### config.mk
export PLATFORM = sky130hd
export DESIGN_NAME = fetch_stage
export DESIGN_NICKNAME = d
export VERILOG_FILES = /design/src/source/cpu_isa_pkg.sv /design/src/source/cpu_pipe_pkg.sv /design/src/source/fetch_stage.sv
export SDC_FILE = /design/constraint.sdc
export NUM_CORES = 2
export LEC_CHECK = 0
export BUFFER_PORTS_ARGS = -buffer_cell sky130_fd_sc_hd__buf_2
export CORE_ASPECT_RATIO = 1.1
export CORE_MARGIN = 5
export CORE_UTILIZATION = 50
export DETAILED_ROUTE_END_ITERATION = 10
export PLACE_DENSITY = 0.66
export SKIP_CTS_REPAIR_TIMING = 1
export SLEW_MARGIN = 10
export SYNTH_ARGS = -nofsm -noshare
export SYNTH_HDL_FRONTEND = slang
export SYNTH_SLANG_ARGS = --single-unit
### constraint.sdc
create_clock -name clk -period 4 [get_ports clk]
set_input_delay 0.4 -clock clk [delete_from_list [all_inputs] [get_ports clk]]
set_output_delay 0.4 -clock clk [all_outputs]
set_load 0.01 [all_outputs]
### src/source/cpu_isa_pkg.sv
package cpu_isa_pkg;

    // Architectural widths
    typedef logic [31:0] word_t;
    typedef logic [4:0]  reg_addr_t;
    typedef logic [15:0] imm_t;
    typedef logic [4:0]  shamt_t;

    // Primary opcodes, instr[31:26]
    localparam logic [5:0] OP_RTYPE = 6'h00;
    localparam logic [5:0] OP_J     = 6'h02;
    localparam logic [5:0] OP_BEQ   = 6'h04;
    localparam logic [5:0] OP_BNE   = 6'h05;
    localparam logic [5:0] OP_ADDI  = 6'h08;
    localparam logic [5:0] OP_ANDI  = 6'h0C;
    localparam logic [5:0] OP_ORI   = 6'h0D;
    localparam logic [5:0] OP_LW    = 6'h23;
    localparam logic [5:0] OP_SW    = 6'h2B;

    // R-type funct field, instr[5:0]
    localparam logic [5:0] FN_SLL = 6'h00;
    localparam logic [5:0] FN_SRL = 6'h02;
    localparam logic [5:0] FN_ADD = 6'h20;
    localparam logic [5:0] FN_SUB = 6'h22;
    localparam logic [5:0] FN_AND = 6'h24;
    localparam logic [5:0] FN_OR  = 6'h25;
    localparam logic [5:0] FN_XOR = 6'h26;
    localparam logic [5:0] FN_NOR = 6'h27;
    localparam logic [5:0] FN_SLT = 6'h2A;

    typedef enum logic [3:0] {
        ALU_ADD,
        ALU_SUB,
        ALU_AND,
        ALU_OR,
        ALU_XOR,
        ALU_NOR,
        ALU_SLT,
        ALU_SLL,
        ALU_SRL
    } alu_op_e;

endpackage

### src/source/cpu_pipe_pkg.sv
package cpu_pipe_pkg;

    import cpu_isa_pkg::*;

    // Memory depths in words
    localparam int IMEM_WORDS = 64;
    localparam int DMEM_WORDS = 16;

    typedef logic [5:0] imem_addr_t;
    typedef logic [3:0] dmem_addr_t;

    // ALU class from the main decoder, refined by funct or opcode in EX
    localparam logic [1:0] CLS_ADD   = 2'd0;
    localparam logic [1:0] CLS_SUB   = 2'd1;
    localparam logic [1:0] CLS_FUNCT = 2'd2;
    localparam logic [1:0] CLS_LOGIC = 2'd3;

    typedef enum logic [1:0] {
        FWD_NONE,
        FWD_EXMEM,
        FWD_MEMWB
    } fwd_sel_e;

    typedef struct packed {
        logic       reg_write;
        logic       mem_to_reg;
        logic       mem_read;
        logic       mem_write;
        logic       branch;
        logic       nbranch;
        logic       jump;
        logic       reg_dst;
        logic       alu_src;
        logic       zero_ext;
        logic [1:0] alu_class;
    } ctrl_t;

    typedef struct packed {
        word_t pc4;
        word_t instr;
    } if_id_t;

    typedef struct packed {
        ctrl_t     ctrl;
        word_t     pc4;
        word_t     instr;
        word_t     rs_data;
        word_t     rt_data;
        word_t     imm_ext;
        reg_addr_t rs;
        reg_addr_t rt;
        reg_addr_t rd;
    } id_ex_t;

    typedef struct packed {
        ctrl_t     ctrl;
        word_t     branch_target;
        logic      zero;
        word_t     alu_result;
        word_t     store_data;
        reg_addr_t dest;
    } ex_mem_t;

    typedef struct packed {
        logic      we;
        reg_addr_t dest;
        word_t     data;
    } wb_write_t;

    typedef struct packed {
        logic  valid;
        word_t target;
    } redirect_t;

endpackage

### src/source/fetch_stage.sv
`timescale 1ns/1ps

module fetch_stage (
    input  logic                    clk,
    input  logic                    i_rst,
    input  logic                    i_imem_we,
    input  cpu_pipe_pkg::imem_addr_t i_imem_addr,
    input  cpu_isa_pkg::word_t      i_imem_data,
    input  cpu_pipe_pkg::redirect_t i_jump,
    input  cpu_pipe_pkg::redirect_t i_branch,
    output cpu_pipe_pkg::if_id_t    o_if_id,
    output cpu_isa_pkg::word_t      o_pc
);

    import cpu_isa_pkg::*;
    import cpu_pipe_pkg::*;

    word_t      imem [IMEM_WORDS];
    word_t      pc;
    word_t      pc4;
    word_t      pc_next;
    imem_addr_t fetch_idx;

    //////////////////////////////
    // Program counter
    //////////////////////////////
    assign pc4 = pc + 32'd4;

    // Branch from MEM wins over jump from EX
    always_comb begin
        if (i_branch.valid) begin
            pc_next = i_branch.target;
        end else if (i_jump.valid) begin
            pc_next = i_jump.target;
        end else begin
            pc_next = pc4;
        end
    end

    always_ff @(posedge clk) begin
        if (i_rst) begin
            pc <= '0;
        end else begin
            pc <= pc_next;
        end
    end

    //////////////////////////////
    // Instruction memory
    //////////////////////////////
    always_ff @(posedge clk) begin
        if (i_imem_we) begin
            imem[i_imem_addr] <= i_imem_data;
        end
    end

    // Word index, wraps modulo depth
    assign fetch_idx = pc[7:2];

    always_ff @(posedge clk) begin
        if (i_rst) begin
            o_if_id <= '0;
        end else begin
            o_if_id.pc4   <= pc4;
            o_if_id.instr <= imem[fetch_idx];
        end
    end

    assign o_pc = pc;

    // Redirect targets from EX and MEM must keep the PC on a word boundary
    a_pc_aligned: assert property (@(posedge clk) disable iff (i_rst) pc[1:0] == 2'b00);

endmodule

## Word-level counts from Yosys, hierarchy flattened

Memory sizes are Yosys's and may differ from the RTL's. A register that Yosys moved wholly into a read port is not among the register bits.
Index checks and enable logic that the tools add are counted.

| operators by class | value |
|---|---|
| reduce and logical (&&, ||, !) cells | 0 |
| $add $sub $neg | 1 |
| divide/modulo/power cells | 0 |
| magnitude comparators | 0 |
| multiply operators | 0 |
| shift-type cells | 0 |
| equal/unequal tests | 0 |
| bitwise logic cells | 0 |
| muxes and demuxes | 4 |

Operator list:

| operator | count |
|---|---|
| two-way mux 32 bit | 2 |
| adder 32 x 3 -> 32 bit (second input constant) | 1 |
| two-way mux 1 bit | 2 |

| storage, ports and cells | value |
|---|---|
| memories kept | 1 |
| output and inout port bits | 96 |
| logic and storage cells | 8 |
| memory bits (read-only) | 0 |
| register bits after elaboration | 64 |
| bits of input ports | 107 |
| memory bits (writable) | 2048 |
| latch bits | 0 |

Memory list:

| memory | depth | width | rd ports | clocked after Yosys merged registers in | wr ports | RTL line | text |
|---|---|---|---|---|---|---|---|
| imem | 64 | 32 | 1 | 1 | 1 | fetch_stage.sv:18 | `word_t imem [IMEM_WORDS];` |

## Depth between registers and ports, before layout

| depth | value |
|---|---|
| depth in word-level cells | 3 |
| gate-level depth with buffers | 10 |
| mapped depth without buffers | 6 |

## Worst setup path after synthesis

OpenSTA, ideal clock, no wires.

| path | value |
|---|---|
| path type | input-to-reg |
| start | input port i_imem_addr[3] |
| end | memory imem[48][0] (netlist bit), enable pin |
| data arrival time | 3.124 ns |
| buffers on the path | 1 |
| path slack | 0.415 ns |
| data required time | 3.539 ns |
| library setup time | 0.461 ns |
| cell stages on the path | 4 |
| path through | clkbuf_1 -> nor2b_1 -> nand4b_1 -> nor3_1 |

RTL lines:

| element | RTL line | text |
|---|---|---|
| from (decl) | fetch_stage.sv:7 | `input cpu_pipe_pkg::imem_addr_t i_imem_addr,` |
| to (decl) | fetch_stage.sv:18 |  |

No word-level cell before the write port.

## Worst setup path after layout

| path | value |
|---|---|
| start | register pc[2] (netlist: o_pc[2]) |
| end | register pc[30] (netlist: o_pc[30]) |

| on the way | value |
|---|---|
| longest elaborated chain between the ends | 3 |

Ends and longest elaborated chain:

| element | RTL line | text |
|---|---|---|
| from (decl) | fetch_stage.sv:19 | `word_t pc;` |
| from (signal assigned) | fetch_stage.sv:44 | `pc <= pc_next;` |
| adder 32 x 3 -> 32 bit | fetch_stage.sv:27 | `assign pc4 = pc + 32'd4;` |
| two-way mux 32 bit | fetch_stage.sv:33 | `end else if (i_jump.valid) begin` |
| two-way mux 32 bit | fetch_stage.sv:31 | `if (i_branch.valid) begin` |

Every way passes these cells.
A chain may end at the register's enable or synchronous reset.

==> results.json <==
{
  "place_area_mm2": 0.08703,
  "ys_types": 59,
  "synth_compound_area_frac": 0.03301,
  "whs_ps": -7.916,
  "slew_violations": 0,
  "fill_cells": 11740,
  "p_int_w": 0.03667,
  "startpoint_type": "flop",
  "worstSkewPairLatency_ps": 840,
  "avgViaCountPerCell": 6.276,
  "drtIter0Drc": 4939,
  "stdcell_area_mm2": 0.09412,
  "final-seq-area_mm2": 0.06344,
  "clock_power_share": 0.402,
  "area_growth_syn_to_layout_pct": 14.58,
  "crit_required_ps": 4720,
  "hold_viol": 2,
  "synthesis.area_mm2": 0.08215,
  "cp_max_fo": 56,
  "wirelength_um": 212800,
  "grt_max_degree": 94,
  "clk_path_buf_depth": 3,
  "power_w": 0.04692,
  "cts.htree.levels": 4,
  "port_buffers": 202,
  "chipHeight_um": 435.1,
  "setup_viol": 0,
  "power_frac_seq": 0.532,
  "violations": "hold timing",
  "synth_cells": 3788,
  "layout-drive-gt1-share": 0.2962,
  "setup_tns_ps": 0,
  "cts_tree": "yes",
  "row_count": 156,
  "syn_nets": 3896,
  "crit_arrival_ps": 4300,
  "max_freq_mhz": 279.5,
  "via_count": 41150,
  "core-area_mm2": 0.1640,
  "synth_top_family_by_area": "multiplexers",
  "post-route-period-util": 0.8944,
  "chipWidth_um": 396.5,
  "yosys.area_share.simple": 0.01794,
  "peakVddDrop_mv": 0.4955,
  "yosys.area_share.xor_xnor": 0.001919,
  "post-dp-hpwl_um": 130700,
  "crit_path_end_kind": "flop",
  "yosys_warnings": 0,
  "cts_sinks": 2144,
  "fin_nets": 4354,
  "wire_per_inst_um": 32.45,
  "p_leak_nw": 29.41,
  "antenna_found_initial": 19,
  "worst_pin_slew_ps": 1243,
  "multi_input_area_mm2": 0.01798,
  "synth_adder_area_share": 0.0001523,
  "drc": 0,
  "clock_skew_ps": 29.35,
  "ys_seq_area_frac": 0.7720,
  "grt_pass1_wl_um": 303000,
  "first_global_vias": 40700,
  "start_util": 0.5010,
  "synthMuxAreaShare": 0.1595,
  "postRouteAntennaNets": 0,
  "place_ws_ps": 510.9,
  "hp-class": "input port to flop",
  "dieArea_mm2": 0.1725,
  "critPathKind": "flop to flop",
  "ys_ff_latch": 2144,
  "rsz0062_at_grt": "no",
  "io_pins": 203,
  "fin_ws_ps": 422.2,
  "ys.flop_type": "edfxtp_1",
  "min_period_ps": 3578,
  "synth.avg_cell_area_um2": 21.69,
  "gr-total-overflow": 0,
  "root_buffer": "clkbuf_16",
  "clk_pin_slew_ps": 60,
  "cts_buffers": 201,
  "place_congestion": 0.9054,
  "cap_viol_max_count": 0,
  "max_slew_margin": 0.1663,
  "p_sw_frac": 0.2183,
  "synth-edff-count": 2048,
  "drt_pass1_iterations": 5,
  "status": "finished with violations",
  "p_per_area_mw_per_mm2": 498.5,
  "power.switching_w": 0.01024,
  "grt_usage": 0.2454,
  "async_reset_ff_frac": 0,
  "p_comb_frac": 0.066
}
-- logic make-up (layout without fill, tap and decap cells) --
group / after synthesis / count (layout)
and+or+nand+nor: 315 / 315
AOI/OAI and AO/OA: 365 / 365
xor gates and xnor gates: 18 / 18
other: 0 / 2
buffers and inverters: 229 / 863
muxes: 716 / 716
DFF: 2144 / 2144
adders and majority gates: 1 / 1
-- cells in the final DEF, fill, tap and decap left out, types with 24 or more instances in the layout --
cell type and count:
edfxtp_1 2048, mux4_2 472, mux2i_1 219, clkbuf_16 203, buf_2 203, buf_4 190, dfxtp_1 91, nor2_1 78
a21oi_1 68, clkbuf_1 65, nor2_4 64, dlygate4sd3_1 60, nand2_1 57, o22ai_1 46, clkinv_2 44, o221ai_1 36
clkinv_1 28, a22oi_1 26, mux2_2 25, o21ai_0 24, a221o_1 24, buf_12 24
-- critical path, cell delays in order, from the launching register on --
cell and delay, ps:
dfxtp_4 470, buf_12 390, ha_1 480, nand4_1 260
or2_2 470, nor4_1 400, xnor2_1 210, o221ai_1 160
dlygate4sd3_1 570
-- flip-flops by register name, indices dropped and copies added (netlist names) --
name / cells
imem: 2048
o_if_id: 64
o_pc: 32
-- layer usage --
metal	up-vias	wire [um]	GRT usage
met5	-	41	0
met4	6	6255	0.07176
met3	342	21000	0.05808
met2	2109	101800	0.3881
met1	21810	83640	0.3457
li1	16890	-	-
-- area by class of cell --
class                      count  share of cell area
antenna                        2          0.00005317
inverter                       7           0.0002792
clock inverter               101             0.01087
multi-input combinational   1415              0.1910
tap                         2133             0.02835
timing repair buffer         477             0.03743
clock buffer                 278             0.05802
sequential                  2144              0.6740
-- Yosys cell counts, types with 7 or more instances --
cell type | count | area share
a2111oi_0 | 7 | 0.00075
a211oi_1 | 11 | 0.0010
a21oi_1 | 68 | 0.0041
a221o_1 | 24 | 0.0029
a221oi_2 | 7 | 0.0013
a22o_1 | 16 | 0.0017
a22oi_1 | 26 | 0.0024
a31o_1 | 7 | 0.00075
a31oi_1 | 8 | 0.00061
and2_1 | 7 | 0.00053
buf_1 | 11 | 0.00050
buf_2 | 66 | 0.0040
buf_4 | 21 | 0.0019
buf_6 | 31 | 0.0042
clkbuf_1 | 90 | 0.0041
dfxtp_1 | 96 | 0.023
edfxtp_1 | 2048 | 0.75
mux2_2 | 25 | 0.0034
mux2i_1 | 219 | 0.027
mux4_2 | 472 | 0.13
nand2_1 | 57 | 0.0026
nand2b_1 | 8 | 0.00061
nand3_1 | 20 | 0.0012
nand3b_1 | 7 | 0.00064
nand4_1 | 12 | 0.00091
nor2_1 | 143 | 0.0065
nor2b_1 | 14 | 0.0011
nor3_1 | 14 | 0.00085
nor4_1 | 13 | 0.00099
o211ai_1 | 23 | 0.0021
o21ai_0 | 24 | 0.0015
o21ai_1 | 7 | 0.00043
o21ba_2 | 11 | 0.0013
o221ai_1 | 36 | 0.0038
o22ai_1 | 46 | 0.0035
o31a_1 | 10 | 0.0011
o31ai_1 | 13 | 0.0012
xnor2_1 | 15 | 0.0016
-- per-stage QoR --
| stage | cells | utilization |
|---|---|---|
| 2_1_floorplan | 3788 | - |
| 3_5_place_dp | 6116 | 0.5308 |
| 6_report | 6557 | 0.5741 |
| 3_3_place_gp | 6114 | 0.5307 |
| 4_1_cts | 6495 | 0.5704 |
| 5_1_grt | 6555 | 0.5740 |
-- power groups by stage --
stage	Clock (W)	Combinational, W	Sequential (W)
2_1_floorplan	0	0.00167	0.0254
3_3_place_gp	0	0.00301	0.0254
3_5_place_dp	0	0.00305	0.0255
4_1_cts	0.0191	0.00305	0.0250
5_1_grt	0.0201	0.00327	0.0250
6_report	0.0188	0.00309	0.0250
-- final timing paths --
check        depth (start not counted)      start  slack [ps]          end
max                                  8    o_pc[2]         420     o_pc[30]
min                                  5  i_jump[5]          -8      o_pc[5]
max reg2reg                          8    o_pc[2]         420     o_pc[30]
min reg2reg                          1    o_pc[1]         480  o_if_id[33]
Note: power is estimated with default switching activity, not from simulation.
